### config.mk
export PLATFORM = sky130hd
export DESIGN_NAME = qerv_top
export DESIGN_NICKNAME = d
export VERILOG_FILES = /design/src/verilog/qerv_pkg.sv /design/src/verilog/qerv_top.sv /design/src/verilog/qerv_ctrl.sv /design/src/verilog/qerv_rf_if.sv /design/src/verilog/qerv_alu.sv /design/src/verilog/qerv_immdec.sv /design/src/verilog/qerv_decode.sv /design/src/verilog/qerv_state.sv
export SDC_FILE = /design/constraint.sdc
export NUM_CORES = 1
export LEC_CHECK = 0
export ABC_CLOCK_PERIOD_IN_PS = 4100
export BUFFER_PORTS_ARGS = -buffer_cell sky130_fd_sc_hd__buf_2
export CORE_UTILIZATION = 45
export CTS_CLUSTER_DIAMETER = 40
export CTS_CLUSTER_SIZE = 40
export DETAILED_ROUTE_END_ITERATION = 7
export PLACE_DENSITY = 0.72
export SYNTH_ARGS = -nofsm -noshare
export SYNTH_HDL_FRONTEND = slang
export SYNTH_SLANG_ARGS = --single-unit
### constraint.sdc
create_clock -name clk -period 4.1 [get_ports clk]
set_clock_uncertainty 0.05 [all_clocks]
set_input_delay 0.82 -clock clk [delete_from_list [all_inputs] [get_ports clk]]
set_output_delay 0.82 -clock clk [all_outputs]
set_load 0.005 [all_outputs]
### src/verilog/qerv_pkg.sv
package qerv_pkg;

   // Datapath geometry
   localparam int NIB_W = 4;
   localparam int XLEN = 32;
   localparam int NIB_CNT = XLEN / NIB_W;
   localparam int CNT_W = $clog2(NIB_CNT);
   localparam int REG_AW = 5;
   localparam int IMM_W = 12;

   localparam logic [XLEN-1:0] RESET_PC = 32'h0000_0000;
   // Byte distance between instructions
   localparam int PC_INC = 4;

   typedef enum logic [2:0] {
      ALU_ADD,
      ALU_SUB,
      ALU_AND,
      ALU_OR,
      ALU_XOR,
      ALU_NONE
   } alu_op_e;

   typedef enum logic [1:0] {
      ST_FETCH,
      ST_RREQ,
      ST_WAIT,
      ST_RUN
   } state_e;

   // Major opcodes handled by decode
   typedef enum logic [6:0] {
      OPC_OP_IMM = 7'b0010011,
      OPC_OP     = 7'b0110011
   } opcode_e;

   localparam logic [2:0] F3_ADD_SUB = 3'b000;
   localparam logic [2:0] F3_XOR = 3'b100;
   localparam logic [2:0] F3_OR = 3'b110;
   localparam logic [2:0] F3_AND = 3'b111;
   localparam logic [6:0] F7_BASE = 7'b0000000;
   localparam logic [6:0] F7_SUB = 7'b0100000;

endpackage
### src/verilog/qerv_top.sv
`timescale 1ns/100ps

module qerv_top (
   input  logic                          clk,
   input  logic                          i_rst,
   output logic [qerv_pkg::XLEN-1:0]     o_ibus_adr,
   output logic                          o_ibus_cyc,
   input  logic [qerv_pkg::XLEN-1:0]     i_ibus_rdt,
   input  logic                          i_ibus_ack,
   output logic                          o_rf_rreq,
   input  logic                          i_rf_ready,
   output logic [qerv_pkg::REG_AW-1:0]   o_rreg0,
   output logic [qerv_pkg::REG_AW-1:0]   o_rreg1,
   input  logic [qerv_pkg::NIB_W-1:0]    i_rdata0,
   input  logic [qerv_pkg::NIB_W-1:0]    i_rdata1,
   output logic                          o_wen0,
   output logic [qerv_pkg::REG_AW-1:0]   o_wreg0,
   output logic [qerv_pkg::NIB_W-1:0]    o_wdata0
);
   import qerv_pkg::*;

   logic              cnt_en;
   logic              cnt_first;
   alu_op_e           alu_op;
   logic              op_b_imm;
   logic              rd_write;
   logic [REG_AW-1:0] rd_addr;
   logic [REG_AW-1:0] rs1_addr;
   logic [REG_AW-1:0] rs2_addr;
   logic [NIB_W-1:0]  imm;
   logic [NIB_W-1:0]  rs1;
   logic [NIB_W-1:0]  rs2;
   logic [NIB_W-1:0]  alu_rd;

   qerv_state state (
      .clk         (clk),
      .i_rst       (i_rst),
      .i_ibus_ack  (i_ibus_ack),
      .i_rf_ready  (i_rf_ready),
      .o_ibus_cyc  (o_ibus_cyc),
      .o_rf_rreq   (o_rf_rreq),
      .o_cnt_en    (cnt_en),
      .o_cnt_first (cnt_first),
      .o_cnt_last  ()
   );

   qerv_decode decode (
      .clk        (clk),
      .i_ibus_ack (i_ibus_ack),
      .i_ibus_rdt (i_ibus_rdt),
      .o_alu_op   (alu_op),
      .o_op_b_imm (op_b_imm),
      .o_rd_write (rd_write)
   );

   qerv_immdec immdec (
      .clk        (clk),
      .i_ibus_ack (i_ibus_ack),
      .i_ibus_rdt (i_ibus_rdt[XLEN-1:7]),
      .i_cnt_en   (cnt_en),
      .o_rd_addr  (rd_addr),
      .o_rs1_addr (rs1_addr),
      .o_rs2_addr (rs2_addr),
      .o_imm      (imm)
   );

   qerv_alu alu (
      .clk         (clk),
      .i_cnt_en    (cnt_en),
      .i_cnt_first (cnt_first),
      .i_alu_op    (alu_op),
      .i_op_b_imm  (op_b_imm),
      .i_rs1       (rs1),
      .i_rs2       (rs2),
      .i_imm       (imm),
      .o_rd        (alu_rd)
   );

   qerv_rf_if rf_if (
      .i_cnt_en   (cnt_en),
      .i_rd_write (rd_write),
      .i_rd_addr  (rd_addr),
      .i_rs1_addr (rs1_addr),
      .i_rs2_addr (rs2_addr),
      .i_alu_rd   (alu_rd),
      .i_rdata0   (i_rdata0),
      .i_rdata1   (i_rdata1),
      .o_rreg0    (o_rreg0),
      .o_rreg1    (o_rreg1),
      .o_wen0     (o_wen0),
      .o_wreg0    (o_wreg0),
      .o_wdata0   (o_wdata0),
      .o_rs1      (rs1),
      .o_rs2      (rs2)
   );

   qerv_ctrl ctrl (
      .clk         (clk),
      .i_rst       (i_rst),
      .i_cnt_en    (cnt_en),
      .i_cnt_first (cnt_first),
      .o_ibus_adr  (o_ibus_adr)
   );

endmodule

### src/verilog/qerv_ctrl.sv
`timescale 1ns/100ps

module qerv_ctrl (
   input  logic                      clk,
   input  logic                      i_rst,
   input  logic                      i_cnt_en,
   input  logic                      i_cnt_first,
   output logic [qerv_pkg::XLEN-1:0] o_ibus_adr
);
   import qerv_pkg::*;

   logic [XLEN-1:0]  pc_q;
   logic             carry_q;
   logic             carry_in;
   logic [NIB_W-1:0] addend;
   logic [NIB_W:0]   sum;

   // Increment enters on nibble 0, later nibbles only ripple the carry
   assign addend = i_cnt_first ? NIB_W'(PC_INC) : '0;
   assign carry_in = i_cnt_first ? 1'b0 : carry_q;
   assign sum = {1'b0, pc_q[NIB_W-1:0]} + {1'b0, addend} + {{NIB_W{1'b0}}, carry_in};

   // Full rotation over the run leaves the next address in place
   always_ff @(posedge clk) begin
      if (i_rst) begin
         pc_q <= RESET_PC;
      end else if (i_cnt_en) begin
         pc_q <= {sum[NIB_W-1:0], pc_q[XLEN-1:NIB_W]};
      end
   end

   always_ff @(posedge clk) begin
      if (i_cnt_en) begin
         carry_q <= sum[NIB_W];
      end
   end

   assign o_ibus_adr = pc_q;

endmodule

### src/verilog/qerv_rf_if.sv
`timescale 1ns/100ps

module qerv_rf_if (
   input  logic                        i_cnt_en,
   input  logic                        i_rd_write,
   input  logic [qerv_pkg::REG_AW-1:0] i_rd_addr,
   input  logic [qerv_pkg::REG_AW-1:0] i_rs1_addr,
   input  logic [qerv_pkg::REG_AW-1:0] i_rs2_addr,
   input  logic [qerv_pkg::NIB_W-1:0]  i_alu_rd,
   input  logic [qerv_pkg::NIB_W-1:0]  i_rdata0,
   input  logic [qerv_pkg::NIB_W-1:0]  i_rdata1,
   output logic [qerv_pkg::REG_AW-1:0] o_rreg0,
   output logic [qerv_pkg::REG_AW-1:0] o_rreg1,
   output logic                        o_wen0,
   output logic [qerv_pkg::REG_AW-1:0] o_wreg0,
   output logic [qerv_pkg::NIB_W-1:0]  o_wdata0,
   output logic [qerv_pkg::NIB_W-1:0]  o_rs1,
   output logic [qerv_pkg::NIB_W-1:0]  o_rs2
);
   import qerv_pkg::*;

   logic rd_nonzero;

   // Read port 0 carries rs1, port 1 carries rs2
   assign o_rreg0 = i_rs1_addr;
   assign o_rreg1 = i_rs2_addr;
   assign o_rs1 = i_rdata0;
   assign o_rs2 = i_rdata1;

   // x0 is hardwired to zero so it never sees a write
   assign rd_nonzero = (i_rd_addr != REG_AW'(0));
   assign o_wen0 = i_cnt_en && i_rd_write && rd_nonzero;
   assign o_wreg0 = i_rd_addr;
   assign o_wdata0 = i_alu_rd;

endmodule

### src/verilog/qerv_alu.sv
`timescale 1ns/100ps

module qerv_alu (
   input  logic                       clk,
   input  logic                       i_cnt_en,
   input  logic                       i_cnt_first,
   input  qerv_pkg::alu_op_e          i_alu_op,
   input  logic                       i_op_b_imm,
   input  logic [qerv_pkg::NIB_W-1:0] i_rs1,
   input  logic [qerv_pkg::NIB_W-1:0] i_rs2,
   input  logic [qerv_pkg::NIB_W-1:0] i_imm,
   output logic [qerv_pkg::NIB_W-1:0] o_rd
);
   import qerv_pkg::*;

   logic [NIB_W-1:0] op_b;
   logic [NIB_W-1:0] add_b;
   logic             is_sub;
   logic             carry_q;
   logic             carry_in;
   logic [NIB_W:0]   sum;

   assign op_b = i_op_b_imm ? i_imm : i_rs2;
   assign is_sub = (i_alu_op == ALU_SUB);

   // Two's complement subtract, invert B and inject one on nibble 0
   assign add_b = is_sub ? ~op_b : op_b;
   assign carry_in = i_cnt_first ? is_sub : carry_q;
   assign sum = {1'b0, i_rs1} + {1'b0, add_b} + {{NIB_W{1'b0}}, carry_in};

   always_ff @(posedge clk) begin
      if (i_cnt_en) begin
         carry_q <= sum[NIB_W];
      end
   end

   always_comb begin
      case (i_alu_op)
         ALU_ADD,
         ALU_SUB: o_rd = sum[NIB_W-1:0];
         ALU_AND: o_rd = i_rs1 & op_b;
         ALU_OR: o_rd = i_rs1 | op_b;
         ALU_XOR: o_rd = i_rs1 ^ op_b;
         default: o_rd = '0;
      endcase
   end

endmodule

### src/verilog/qerv_immdec.sv
`timescale 1ns/100ps

module qerv_immdec (
   input  logic                        clk,
   input  logic                        i_ibus_ack,
   input  logic [qerv_pkg::XLEN-1:7]   i_ibus_rdt,
   input  logic                        i_cnt_en,
   output logic [qerv_pkg::REG_AW-1:0] o_rd_addr,
   output logic [qerv_pkg::REG_AW-1:0] o_rs1_addr,
   output logic [qerv_pkg::REG_AW-1:0] o_rs2_addr,
   output logic [qerv_pkg::NIB_W-1:0]  o_imm
);
   import qerv_pkg::*;

   logic [IMM_W-1:0] imm_q;

   // Register fields stay put until the next fetch
   always_ff @(posedge clk) begin
      if (i_ibus_ack) begin
         o_rd_addr <= i_ibus_rdt[11:7];
         o_rs1_addr <= i_ibus_rdt[19:15];
         o_rs2_addr <= i_ibus_rdt[24:20];
      end
   end

   // I-type immediate, LSB nibble first
   // Top bit is never shifted out so it keeps feeding the sign
   always_ff @(posedge clk) begin
      if (i_ibus_ack) begin
         imm_q <= i_ibus_rdt[31:20];
      end else if (i_cnt_en) begin
         imm_q <= {{NIB_W{imm_q[IMM_W-1]}}, imm_q[IMM_W-1:NIB_W]};
      end
   end

   assign o_imm = imm_q[NIB_W-1:0];

endmodule

### src/verilog/qerv_decode.sv
`timescale 1ns/100ps

module qerv_decode (
   input  logic                      clk,
   input  logic                      i_ibus_ack,
   input  logic [qerv_pkg::XLEN-1:0] i_ibus_rdt,
   output qerv_pkg::alu_op_e         o_alu_op,
   output logic                      o_op_b_imm,
   output logic                      o_rd_write
);
   import qerv_pkg::*;

   logic [6:0] opcode_q;
   logic [2:0] funct3_q;
   logic [6:0] funct7_q;
   logic       r_type;
   logic       i_type;
   logic       f7_base;
   logic       f7_sub;
   logic       f3_ok;

   always_ff @(posedge clk) begin
      if (i_ibus_ack) begin
         opcode_q <= i_ibus_rdt[6:0];
         funct3_q <= i_ibus_rdt[14:12];
         funct7_q <= i_ibus_rdt[31:25];
      end
   end

   assign r_type = (opcode_q == OPC_OP);
   assign i_type = (opcode_q == OPC_OP_IMM);
   assign f7_base = (funct7_q == F7_BASE);
   assign f7_sub = (funct7_q == F7_SUB);

   // funct7 is immediate data for I-type and is ignored there
   always_comb begin
      o_alu_op = ALU_NONE;
      case (funct3_q)
         F3_ADD_SUB: begin
            if (i_type || (r_type && f7_base)) begin
               o_alu_op = ALU_ADD;
            end else if (r_type && f7_sub) begin
               o_alu_op = ALU_SUB;
            end
         end
         F3_XOR: if (i_type || (r_type && f7_base)) o_alu_op = ALU_XOR;
         F3_OR: if (i_type || (r_type && f7_base)) o_alu_op = ALU_OR;
         F3_AND: if (i_type || (r_type && f7_base)) o_alu_op = ALU_AND;
         default: o_alu_op = ALU_NONE;
      endcase
   end

   // Supported encodings write rd, everything else retires silently
   assign f3_ok = funct3_q inside {F3_ADD_SUB, F3_XOR, F3_OR, F3_AND};
   assign o_rd_write = f3_ok &&
      (i_type || (r_type && (f7_base || (f7_sub && funct3_q == F3_ADD_SUB))));
   assign o_op_b_imm = i_type;

   assert property (@(posedge clk) o_rd_write |-> o_alu_op != ALU_NONE);

endmodule

### src/verilog/qerv_state.sv
`timescale 1ns/100ps

module qerv_state (
   input  logic clk,
   input  logic i_rst,
   input  logic i_ibus_ack,
   input  logic i_rf_ready,
   output logic o_ibus_cyc,
   output logic o_rf_rreq,
   output logic o_cnt_en,
   output logic o_cnt_first,
   output logic o_cnt_last
);
   import qerv_pkg::*;

   state_e           state_q;
   logic [CNT_W-1:0] cnt_q;
   logic             cyc_q;

   always_ff @(posedge clk) begin
      if (i_rst) begin
         state_q <= ST_FETCH;
         cyc_q <= 1'b0;
         cnt_q <= '0;
      end else begin
         case (state_q)
            ST_FETCH: begin
               // First cycle after reset only raises the request
               if (cyc_q && i_ibus_ack) begin
                  state_q <= ST_RREQ;
                  cyc_q <= 1'b0;
               end else begin
                  cyc_q <= 1'b1;
               end
            end
            ST_RREQ: begin
               state_q <= ST_WAIT;
            end
            ST_WAIT: begin
               if (i_rf_ready) begin
                  state_q <= ST_RUN;
               end
            end
            default: begin
               // Counter wraps back to zero on the last nibble
               cnt_q <= cnt_q + CNT_W'(1);
               if (o_cnt_last) begin
                  state_q <= ST_FETCH;
                  cyc_q <= 1'b1;
               end
            end
         endcase
      end
   end

   assign o_ibus_cyc = cyc_q;
   assign o_rf_rreq = (state_q == ST_RREQ);
   assign o_cnt_en = (state_q == ST_RUN);
   assign o_cnt_first = o_cnt_en && (cnt_q == '0);
   assign o_cnt_last = o_cnt_en && (cnt_q == CNT_W'(NIB_CNT - 1));

   assert property (@(posedge clk) disable iff (i_rst) !(o_rf_rreq && o_ibus_cyc));

   // Run window is one full word
   assert property (@(posedge clk) disable iff (i_rst)
      $rose(o_cnt_en) |-> ##NIB_CNT $fell(o_cnt_en));

endmodule

==> flow_metrics.tcl, run 1 <==
set metrics [dict create \
    run_status "finished with violations" \
    failing_checks "setup timing" \
    post_synth_instance_area_mm2 0.00375 \
    finalCritPeriodShare_pct 106 \
    vias_per_cell 5.13 \
    fin_crit_ns 4.35 \
    crit_path_end_kind "output port" \
    postLayoutSetupSlackWorst_ns -0.247 \
    critPathLaunchType "flip-flop" \
    proportion_of_synthesized_chip_area_in_sequential_cells_pct 57.2 \
    vias 2712 \
    number_of_remaining_drc_errors 0 \
    insertion_delay_ns 0.35 \
    dp_slack_ns 0.0148 \
    synth_cells 311 \
    globalRouteOverflowTotal 0 \
    report.final.setup_viol 3 \
    drive_above_1_share_pct 35.4 \
    maximum_number_of_pins_on_one_net_before_global_route_repair 40 \
    synthesis.yosys.warnings 0 \
    power.total_mw 1.83 \
    r2r.worst_path.cells 9 \
    final_hold_slack_ns 0.460 \
    average_footprint_of_a_synthesized_cell_um2 12.0 \
    post-dp-hpwl_um 5570 \
    placement.cell_area_mm2 0.00438 \
    finalInstanceArea_mm2 0.00470 \
    path_class "reg -> out" \
    arrival_time_of_the_worst_setup_path_ns 3.48 \
    detail-route-antenna-nets 0 \
    nets 490 \
    die_width_um 93.3 \
    powerDensity_mw_per_mm2 390 \
    grt_util_all_layers_pct 18.1 \
    first_global_vias 2452 \
    postRouteWirelength_um 7740 \
    areaGrowthSynthToFinish_pct 25.5 \
    tritoncts "built" \
    synth_async_sr_flop_share_pct 0 \
    max_clk_rate_mhz 230 \
    initial_util_pct 47.5 \
    power_leakage_nw 2.00 \
    maxcap_violations 0 \
    dp.cells 507 \
    path_clk_slew_ns 0.08 \
    ctsHtreeMaxLevel 3 \
    timing_max_transition_violations_final 0 \
    synth-edff-count 46 \
    insertedDiodeCount 0 \
    gp_congestion 0.817 \
    clock-root-buffer "sky130_fd_sc_hd__clkbuf_8" \
    die_y_um 93.3 \
    hold_path_class "reg -> reg" \
    path_max_fanout 2 \
    wire_per_inst_um 14.6 \
    setup.reg_to_reg.worst_slack_ns 1.02 \
    max-slew-margin-rel_pct 53.1 \
    synthesis.nets 379 \
    floorplan.core_area_mm2 0.00789 \
    cts-root-to-sink-buffers 2 \
    io_pins 98 \
    wire_length_of_the_first_global_routing_pass_um 12000 \
    worst_vdd_ir_uv 243 \
    drt_first_iter_violations 112 \
    place.port_buffers 97 \
    cts_sinks 84 \
    timing.final.hold_violations 0 \
    firstDrtPassIters 4 \
    crit_start "decode.opcode_q[3]" \
    grt_setup_unrepaired "yes" \
    r2r_end "alu.carry_q" \
    antenna_found_initial 0 \
    ys_dominant_reg_cell "sky130_fd_sc_hd__edfxtp_1" \
    synth.distinct_cells 43 \
    synth.ff_latch_count 84 \
    critical_path_required_ns 3.23 \
    layout.cells.non_filler 529 \
    cts_made_buffers 9 \
    critical_path.endpoint "o_wdata0[2]" \
    launch_instance_of_the_worst_register_to_register_path "decode.opcode_q[3]" \
    fp-row-count 32 \
    die_area_mm2 0.00870 \
    tightestPinTransition_ns 0.701 \
]
[area by class of cell]
type                       count  area, um^2
fill                         664        3180
timing repair buffer         112         606
clock inverter                 7        72.6
clock buffer                   9         124
sequential                    84        2140
multi-input combinational    201        1580
inverter                      14        52.6
tap                          102         128
[sequential cells by signal (all words and copies together) (netlist names), 5 cells and up]
name,count
decode.funct7_q,7
immdec.imm_q,12
immdec.o_rs1_addr,5
immdec.o_rd_addr,5
immdec.o_rs2_addr,5
ctrl.o_ibus_adr,32
decode.opcode_q,7
[power by group]
part           total (mW)  internal (mW)  switching, mW  leakage (nW)
Sequential          0.974          0.945         0.0289         0.755
Clock               0.580          0.283          0.297        0.0938
Combinational       0.278          0.130          0.148          1.15
[placed cells by master, fill, tap and decap left out, types with 5 or more instances in the layout]
cell,n
sky130_fd_sc_hd__buf_4,13
sky130_fd_sc_hd__mux2_2,7
sky130_fd_sc_hd__ha_1,20
sky130_fd_sc_hd__clkbuf_8,9
sky130_fd_sc_hd__nor3_1,8
sky130_fd_sc_hd__edfxtp_1,46
sky130_fd_sc_hd__mux2i_1,35
sky130_fd_sc_hd__xnor2_1,5
sky130_fd_sc_hd__inv_1,14
sky130_fd_sc_hd__nand2_1,15
sky130_fd_sc_hd__buf_2,97
sky130_fd_sc_hd__nor4_1,5
sky130_fd_sc_hd__dfxtp_1,38
sky130_fd_sc_hd__a21oi_1,6
sky130_fd_sc_hd__nor2_1,48
[through the flow]
stage	utilization, %	setup TNS, ns
floorplan	-	0
global route	59.6	-0.931
finish	59.6	-0.540
global placement	55.5	0
detailed placement	55.5	0
CTS	59.5	-0.626
[per-layer routing]
metal / GRT usage [%] / wire length (um)
met2: 29.0 / 3790
met5: 0 / 0
met4: 6.54 / 104
met3: 3.90 / 305
met1: 24.2 / 3540
[cell usage after synthesis (all sizes together) (2+ instances only)]
cell type | n | area [um^2]
a211o | 3 | 26.3
a21o | 4 | 30.0
a21oi | 7 | 35.0
and2 | 2 | 12.5
and3 | 2 | 12.5
buf | 5 | 26.3
clkbuf | 7 | 26.3
dfxtp | 38 | 761
edfxtp | 46 | 1380
fa | 2 | 40.0
ha | 22 | 275
inv | 14 | 52.6
mux2 | 7 | 78.8
mux2i | 38 | 380
nand2 | 15 | 56.3
nand2b | 2 | 12.5
nand3 | 4 | 20.0
nor2 | 48 | 180
nor2b | 2 | 12.5
nor3 | 9 | 56.3
nor4 | 6 | 37.5
o21ai | 2 | 13.8
or4 | 3 | 26.3
xnor2 | 5 | 43.8
xor2 | 4 | 35.0
[critical path: stages, from the launching register on]
cell and delay, ns:
sky130_fd_sc_hd__edfxtp_1 0.39, sky130_fd_sc_hd__or4b_4 0.56, sky130_fd_sc_hd__buf_6 0.14, sky130_fd_sc_hd__nor3_4 0.19, sky130_fd_sc_hd__mux2i_2 0.29, sky130_fd_sc_hd__xor2_1 0.13
sky130_fd_sc_hd__fa_2 0.39, sky130_fd_sc_hd__fa_2 0.37, sky130_fd_sc_hd__xnor2_1 0.16, sky130_fd_sc_hd__nor3_1 0.07, sky130_fd_sc_hd__a211o_1 0.31, sky130_fd_sc_hd__buf_2 0.13
[worst min path at each step]
stage | start | endpoint | slack, ns | cells after the start
finish | state.o_ibus_cyc | state.o_ibus_cyc | 0.46 | 2
global route | state.o_ibus_cyc | state.o_ibus_cyc | 0.49 | 2
CTS | state.o_ibus_cyc | state.o_ibus_cyc | 0.46 | 2
detailed placement | state.o_ibus_cyc | state.o_ibus_cyc | 0.45 | 2
global placement | ctrl.o_ibus_adr[30] | ctrl.o_ibus_adr[30] | 0.44 | 2
floorplan | state.cnt_q[2] | state.cnt_q[2] | 0.43 | 2
[kinds of logic (layout without fill, tap and decap cells)]
group / count (synthesis) / count (layout) / share of synthesized area [%]
and+or+nand+nor: 99 / 99 / 12.7
DFF: 84 / 84 / 57.2
muxes: 45 / 45 / 12.3
buffers and inverters: 26 / 142 / 2.80
adders and majority gates: 24 / 24 / 8.41
AOI/OAI and AO/OA: 24 / 24 / 4.61
xor gates and xnor gates: 9 / 9 / 2.10
[what timing repair did]
action                                  in CTS  in global routing
pin swaps                                    8                  8
endpoints found under the setup margin       3                  4
setup buffers                                6                  1
resized for setup                           12                  4
hold buffers                                 0                  0
cloned                                       0                  0
No activity file was read; power rests on OpenSTA's default activity.
==> run 2, diff against run 1 <==
--- a/config.mk
+++ b/config.mk
@@ -8,10 +8,10 @@
 export ABC_CLOCK_PERIOD_IN_PS = 4100
 export BUFFER_PORTS_ARGS = -buffer_cell sky130_fd_sc_hd__buf_2
 export CORE_UTILIZATION = 45
-export CTS_CLUSTER_DIAMETER = 40
 export CTS_CLUSTER_SIZE = 40
 export DETAILED_ROUTE_END_ITERATION = 7
 export PLACE_DENSITY = 0.72
 export SYNTH_ARGS = -nofsm -noshare
 export SYNTH_HDL_FRONTEND = slang
 export SYNTH_SLANG_ARGS = --single-unit
+export TNS_END_PERCENT = 30
==> run 2 against run 1 <==
The flow still finishes with violations (setup timing). Sequential share of layout area up 0.74 points. Critical path type unchanged. Maximum frequency is 0.18% higher. Critical endpoint unchanged. Register-to-register slack hardly changed. Utilization fell by 0.95 points. Routed wire length down 1.8%. Sequential cell count did not move.
==> flow_metrics.tcl, run 2 (synthesis results as in run 1) <==
set metrics [dict create \
    power_frac_seq_pct 53.3 \
    fin_crit_ns 4.34 \
    cp_top_family "simple AND/OR/NAND/NOR gates" \
    path_clk_slew_ns 0.08 \
    insertedDiodeCount 0 \
    r2r.worst_path.cells 7 \
    final_hold_slack_ns 0.462 \
    arrival_time_of_the_worst_setup_path_ns 3.47 \
    wire_length_of_the_first_global_routing_pass_um 11800 \
    tritoncts "built" \
    io_pins 98 \
    failing_checks "setup timing" \
    combPwrFrac_pct 14.8 \
    crit_buf_inv 1 \
    globalRouteOverflowTotal 0 \
    path_class "reg -> out" \
    firstDrtPassIters 4 \
    timing.final.hold_violations 0 \
    cpMaxStageDelayCell "sky130_fd_sc_hd__or4b_4" \
    fp-row-count 32 \
    crit_path_end_kind "output port" \
    postLayoutCoreUtil_pct 58.7 \
    grt_util_all_layers_pct 17.9 \
    layout.cells.non_filler 524 \
    layout.cells.most_common "sky130_fd_sc_hd__buf_2" \
    maxcap_violations 0 \
    floorplan.core_area_mm2 0.00789 \
    max-slew-margin-rel_pct 54.4 \
    die_width_um 93.3 \
    largest_reg_flops 32 \
    vias 2694 \
    hold_path_class "reg -> reg" \
    clock-root-buffer "sky130_fd_sc_hd__clkbuf_8" \
    nFillCells 676 \
    ctsHtreeMaxLevel 3 \
    place.port_buffers 97 \
    cts_made_buffers 9 \
    min-delay-start "state.o_ibus_cyc" \
    cts_sinks 84 \
    nets 485 \
    layout.cells.most_common_list "sky130_fd_sc_hd__buf_2 (97), sky130_fd_sc_hd__nor2_1 (48), sky130_fd_sc_hd__edfxtp_1 (46)" \
    cpMostUsedCell "sky130_fd_sc_hd__fa_2" \
    path_cells "or4b_4 > or4_4 > xor2_1 > fa_2 > fa_2 > xnor2_1 > nor3_1 > a211o_1 > buf_2" \
    hold-path-endpoint "state.o_ibus_cyc" \
    areaGrowthSynthToFinish_pct 23.5 \
    finalCritPeriodShare_pct 106 \
    initial_util_pct 47.5 \
    power_leakage_nw 1.97 \
    critPathLaunchType "flip-flop" \
    postLayoutSetupSlackWorst_ns -0.239 \
    drt_first_iter_violations 87 \
    switchingPower_uw 472 \
    gp_congestion 0.817 \
    power_share_of_the_clock_group_pct 31.8 \
    p_int_mw 1.35 \
    number_of_remaining_drc_errors 0 \
    report.final.setup_viol 3 \
    grt_setup_unrepaired "yes" \
    post-dp-hpwl_um 5570 \
    die_y_um 93.3 \
    maximum_number_of_pins_on_one_net_before_global_route_repair 40 \
    path_max_fanout 2 \
    first_global_vias 2428 \
    launch_instance_of_the_worst_register_to_register_path "decode.opcode_q[6]" \
    timing_max_transition_violations_final 0 \
    critical_path_required_ns 3.23 \
    drive_above_1_share_pct 33.4 \
    worst_vdd_ir_uv 244 \
    insertion_delay_ns 0.35 \
    cts-root-to-sink-buffers 2 \
    max_stage_delay_on_crit_path_ns 0.58 \
    powerDensity_mw_per_mm2 395 \
    die_area_mm2 0.00870 \
    netSwitchingFraction_pct 25.8 \
    tightestPinTransition_ns 0.683 \
    detail-route-antenna-nets 0 \
    r2r_end "alu.carry_q" \
    max_clk_rate_mhz 230 \
    holdBufCountCts 0 \
    vias_per_cell 5.14 \
    antenna_found_initial 0 \
    setup.reg_to_reg.worst_slack_ns 1.02 \
    dp.cells 507 \
    postRouteWirelength_um 7600 \
    run_status "finished with violations" \
    min_delay_path_depth 2 \
    wire_per_inst_um 14.5 \
]
==> run 2: cell count changes in the layout (fill, tap and decap cells not counted), sizes merged <==
cell	change
buf	-5
==> run 2: worst min-delay path, delay by kind of cell, from the launching register on <==
| kind | cells | cell delay [ns] |
|---|---|---|
| and+or+nand+nor | 2 | 0.14 |
| DFF | 1 | 0.33 |
==> run 2: how the worst max path moves through the flow <==
stage | startpoint | cells past startpoint | slack (ns) | to
final | decode.opcode_q[6] | 9 | -0.24 | o_wdata0[2]
after global routing | decode.opcode_q[6] | 9 | -0.34 | o_wdata0[2]
after CTS | decode.opcode_q[6] | 9 | -0.25 | o_wdata0[2]
after detailed placement | decode.opcode_q[3] | 9 | 0.01 | o_wdata0[2]
after global placement | decode.opcode_q[3] | 9 | 0.08 | o_wdata0[2]
after floorplan | decode.opcode_q[3] | 9 | 0.14 | o_wdata0[2]
==> run 2: through the flow <==
step | setup slack [ns] | setup TNS (ns) | power [mW] | area [um^2]
after global placement | 0.0817 | 0 | 1.25 | 4380
after detailed placement | 0.0148 | 0 | 1.26 | 4380
after global routing | -0.342 | -0.911 | 1.92 | 4630
after floorplan | 0.142 | 0 | 1.16 | 3750
final | -0.239 | -0.596 | 1.83 | 4630
after CTS | -0.248 | -0.653 | 1.85 | 4610
==> run 2: repair_timing <==
action,in CTS,in global routing
gates cloned,0,0
pin swaps,0,1
setup endpoints to repair,3,4
resized for setup,5,3
buffers inserted,1,0
==> run 2: power by group through the flow <==
stage                     Combinational, mW  Clock, mW  Sequential [mW]
after floorplan                       0.172          0            0.990
after global placement                0.258          0            0.990
after detailed placement              0.268          0            0.993
after CTS                             0.273      0.599            0.974
after global routing                  0.302      0.637            0.982
final                                 0.271      0.582            0.974
==> run 2: layout make-up <==
cell class / instances / area (um^2) / share of cell area (%)
Clock buffer: 9 / 124 / 2.68
Clock inverter: 7 / 72.6 / 1.57
Inverter: 14 / 52.6 / 1.14
Multi-Input combinational cell: 201 / 1550 / 33.5
Sequential cell: 84 / 2140 / 46.3
Tap cell: 102 / 128 / 2.76
Timing Repair Buffer: 107 / 561 / 12.1
==> run 2: per-layer routing <==
layer | GRT usage, % | up-vias | wire [um] | part of all wire (%)
li1 | - | 1325 | - | -
met1 | 23.9 | 1292 | 3520 | 46
met2 | 28.5 | 68 | 3690 | 49
met3 | 3.90 | 9 | 284 | 3.7
met4 | 6.54 | 0 | 102 | 1.3
met5 | 0 | - | 0 | 0
==> run 3, diff against run 2 <==
--- a/config.mk
+++ b/config.mk
@@ -11,6 +11,7 @@
 export CTS_CLUSTER_SIZE = 40
 export DETAILED_ROUTE_END_ITERATION = 7
 export PLACE_DENSITY = 0.72
+export RECOVER_POWER = 100
 export SYNTH_ARGS = -nofsm -noshare
 export SYNTH_HDL_FRONTEND = slang
 export SYNTH_SLANG_ARGS = --single-unit
==> run 3 against run 2 <==
The flow finishes with violations (capacitance limit, slew limit, setup timing). Routed wire length is 0.17% lower. Worst setup slack improved by 0.0056 ns. Count of clock-buffer cells in the layout did not move. Utilization decreased by 0.56 points. Die area is the same. Critical endpoint unchanged.
==> flow_metrics.tcl, run 3 (synthesis results as in run 1) <==
set metrics [dict create \
    run_status "finished with violations" \
    failing_checks "capacitance limit, slew limit, setup timing" \
    nFillCells 695 \
    path_max_fanout 2 \
    initial_util_pct 47.5 \
    worst_vdd_ir_uv 242 \
    placement.cell_area_mm2 0.00438 \
    timing_max_transition_violations_final 79 \
    finalCritPeriodShare_pct 106 \
    report.final.setup_viol 3 \
    fp-row-count 32 \
    cts_sinks 84 \
    areaGrowthSynthToFinish_pct 22.3 \
    r2r.worst_path.cells 7 \
    cts_made_buffers 9 \
    antenna_found_initial 0 \
    timing.setup.tns_ns -0.585 \
    first_global_vias 2428 \
    dp_slack_ns 0.0148 \
    detail-route-antenna-nets 0 \
    io_pins 98 \
    tritoncts "built" \
    clock-root-buffer "sky130_fd_sc_hd__clkbuf_8" \
    wire_length_of_the_first_global_routing_pass_um 11800 \
    firstDrtPassIters 4 \
    vias_per_cell 5.12 \
    finalInstanceArea_mm2 0.00458 \
    critPathLaunchType "flip-flop" \
    grt_util_all_layers_pct 17.9 \
    setup.reg_to_reg.worst_slack_ns 1.02 \
    drt_first_iter_violations 115 \
    nets 485 \
    maximum_number_of_pins_on_one_net_before_global_route_repair 40 \
    hold_path_class "reg -> reg" \
    wire_per_inst_um 14.5 \
    timing.final.hold_violations 0 \
    path_clk_slew_ns 0.08 \
    launch_instance_of_the_worst_register_to_register_path "decode.opcode_q[6]" \
    floorplan.core_area_mm2 0.00789 \
    tightestPinTransition_ns 1.86 \
    dp.cells 507 \
    number_of_remaining_drc_errors 0 \
    ctsHtreeMaxLevel 3 \
    die_width_um 93.3 \
    max-slew-margin-rel_pct -24.1 \
    crit_start "decode.opcode_q[6]" \
    arrival_time_of_the_worst_setup_path_ns 3.46 \
    power_leakage_nw 1.87 \
    power_share_of_the_clock_group_pct 31.9 \
    cts-root-to-sink-buffers 2 \
    grt_setup_unrepaired "yes" \
    gp_congestion 0.817 \
    insertion_delay_ns 0.35 \
    final_hold_slack_ns 0.464 \
    powerDensity_mw_per_mm2 398 \
    layout.cells.non_filler 524 \
    largest_reg_flops 32 \
    vias 2683 \
    die_area_mm2 0.00870 \
    power.total_mw 1.82 \
    critical_path_required_ns 3.23 \
    path_class "reg -> out" \
    globalRouteOverflowTotal 0 \
    place.port_buffers 97 \
    layout.cells.most_common "sky130_fd_sc_hd__buf_2" \
    postLayoutCoreUtil_pct 58.1 \
    fin_crit_ns 4.33 \
    drive_above_1_share_pct 25.6 \
    crit_path_end_kind "output port" \
    layout.cells.most_common_list "sky130_fd_sc_hd__buf_2 (67), sky130_fd_sc_hd__nor2_1 (48), sky130_fd_sc_hd__edfxtp_1 (46)" \
    max_clk_rate_mhz 231 \
    maxcap_violations 2 \
    critical_path.endpoint "o_wdata0[2]" \
    postRouteWirelength_um 7590 \
    power_frac_seq_pct 53.5 \
    postLayoutSetupSlackWorst_ns -0.233 \
    post-dp-hpwl_um 5570 \
    switchingPower_uw 472 \
    combPwrFrac_pct 14.7 \
    insertedDiodeCount 0 \
    netSwitchingFraction_pct 25.9 \
    die_y_um 93.3 \
    p_int_mw 1.35 \
    r2r_end "alu.carry_q" \
]
==> run 3: critical path, cell delays in order (launching register included) <==
cell and delay (ns):
sky130_fd_sc_hd__edfxtp_1 0.39, sky130_fd_sc_hd__or4b_4 0.58, sky130_fd_sc_hd__or4_4 0.54, sky130_fd_sc_hd__xor2_1 0.19, sky130_fd_sc_hd__fa_2 0.40, sky130_fd_sc_hd__fa_2 0.37, sky130_fd_sc_hd__xnor2_1 0.16, sky130_fd_sc_hd__nor3_1 0.07
sky130_fd_sc_hd__a211o_1 0.31, sky130_fd_sc_hd__buf_2 0.13
==> run 3: final cells by class <==
type / count / area [um^2] / area share, %
clock buffer: 9 / 124 / 2.70
clock inverter: 7 / 72.6 / 1.58
inverter: 14 / 52.6 / 1.15
multi-input combinational: 201 / 1550 / 33.7
sequential: 84 / 2140 / 46.7
tap: 102 / 128 / 2.78
timing repair buffer: 107 / 519 / 11.3
==> run 3: repair_timing <==
action | 4_1_cts | 5_1_grt
hold buffers | 0 | 0
buffers inserted | 1 | 0
resized for setup | 5 | 3
pin swaps | 0 | 1
setup endpoints to repair | 3 | 4
==> run 3: worst min path at each step <==
stage                                     end                start  cells past startpoint  slack [ns]
after floorplan                state.cnt_q[2]       state.cnt_q[2]                      2        0.43
after global placement    ctrl.o_ibus_adr[30]  ctrl.o_ibus_adr[30]                      2        0.44
after detailed placement     state.o_ibus_cyc     state.o_ibus_cyc                      2        0.45
after CTS                    state.o_ibus_cyc     state.o_ibus_cyc                      2        0.46
after global routing         state.o_ibus_cyc     state.o_ibus_cyc                      2        0.49
final                        state.o_ibus_cyc     state.o_ibus_cyc                      2        0.46
==> run 3: power by group through the flow <==
| stage | Combinational (mW) | Clock [mW] | Sequential, mW |
|---|---|---|---|
| global placement | 0.258 | 0 | 0.990 |
| finish | 0.268 | 0.581 | 0.975 |
| floorplan | 0.172 | 0 | 0.990 |
| CTS | 0.273 | 0.599 | 0.974 |
| detailed placement | 0.268 | 0 | 0.993 |
| global route | 0.298 | 0.637 | 0.983 |
==> run 3: metal layers <==
layer	vias up	routed length (um)	global-route usage [%]
met4	0	66	6.54
met1	1295	3520	23.9
met2	57	3760	28.5
met5	-	0	0
li1	1325	-	-
met3	6	241	3.90
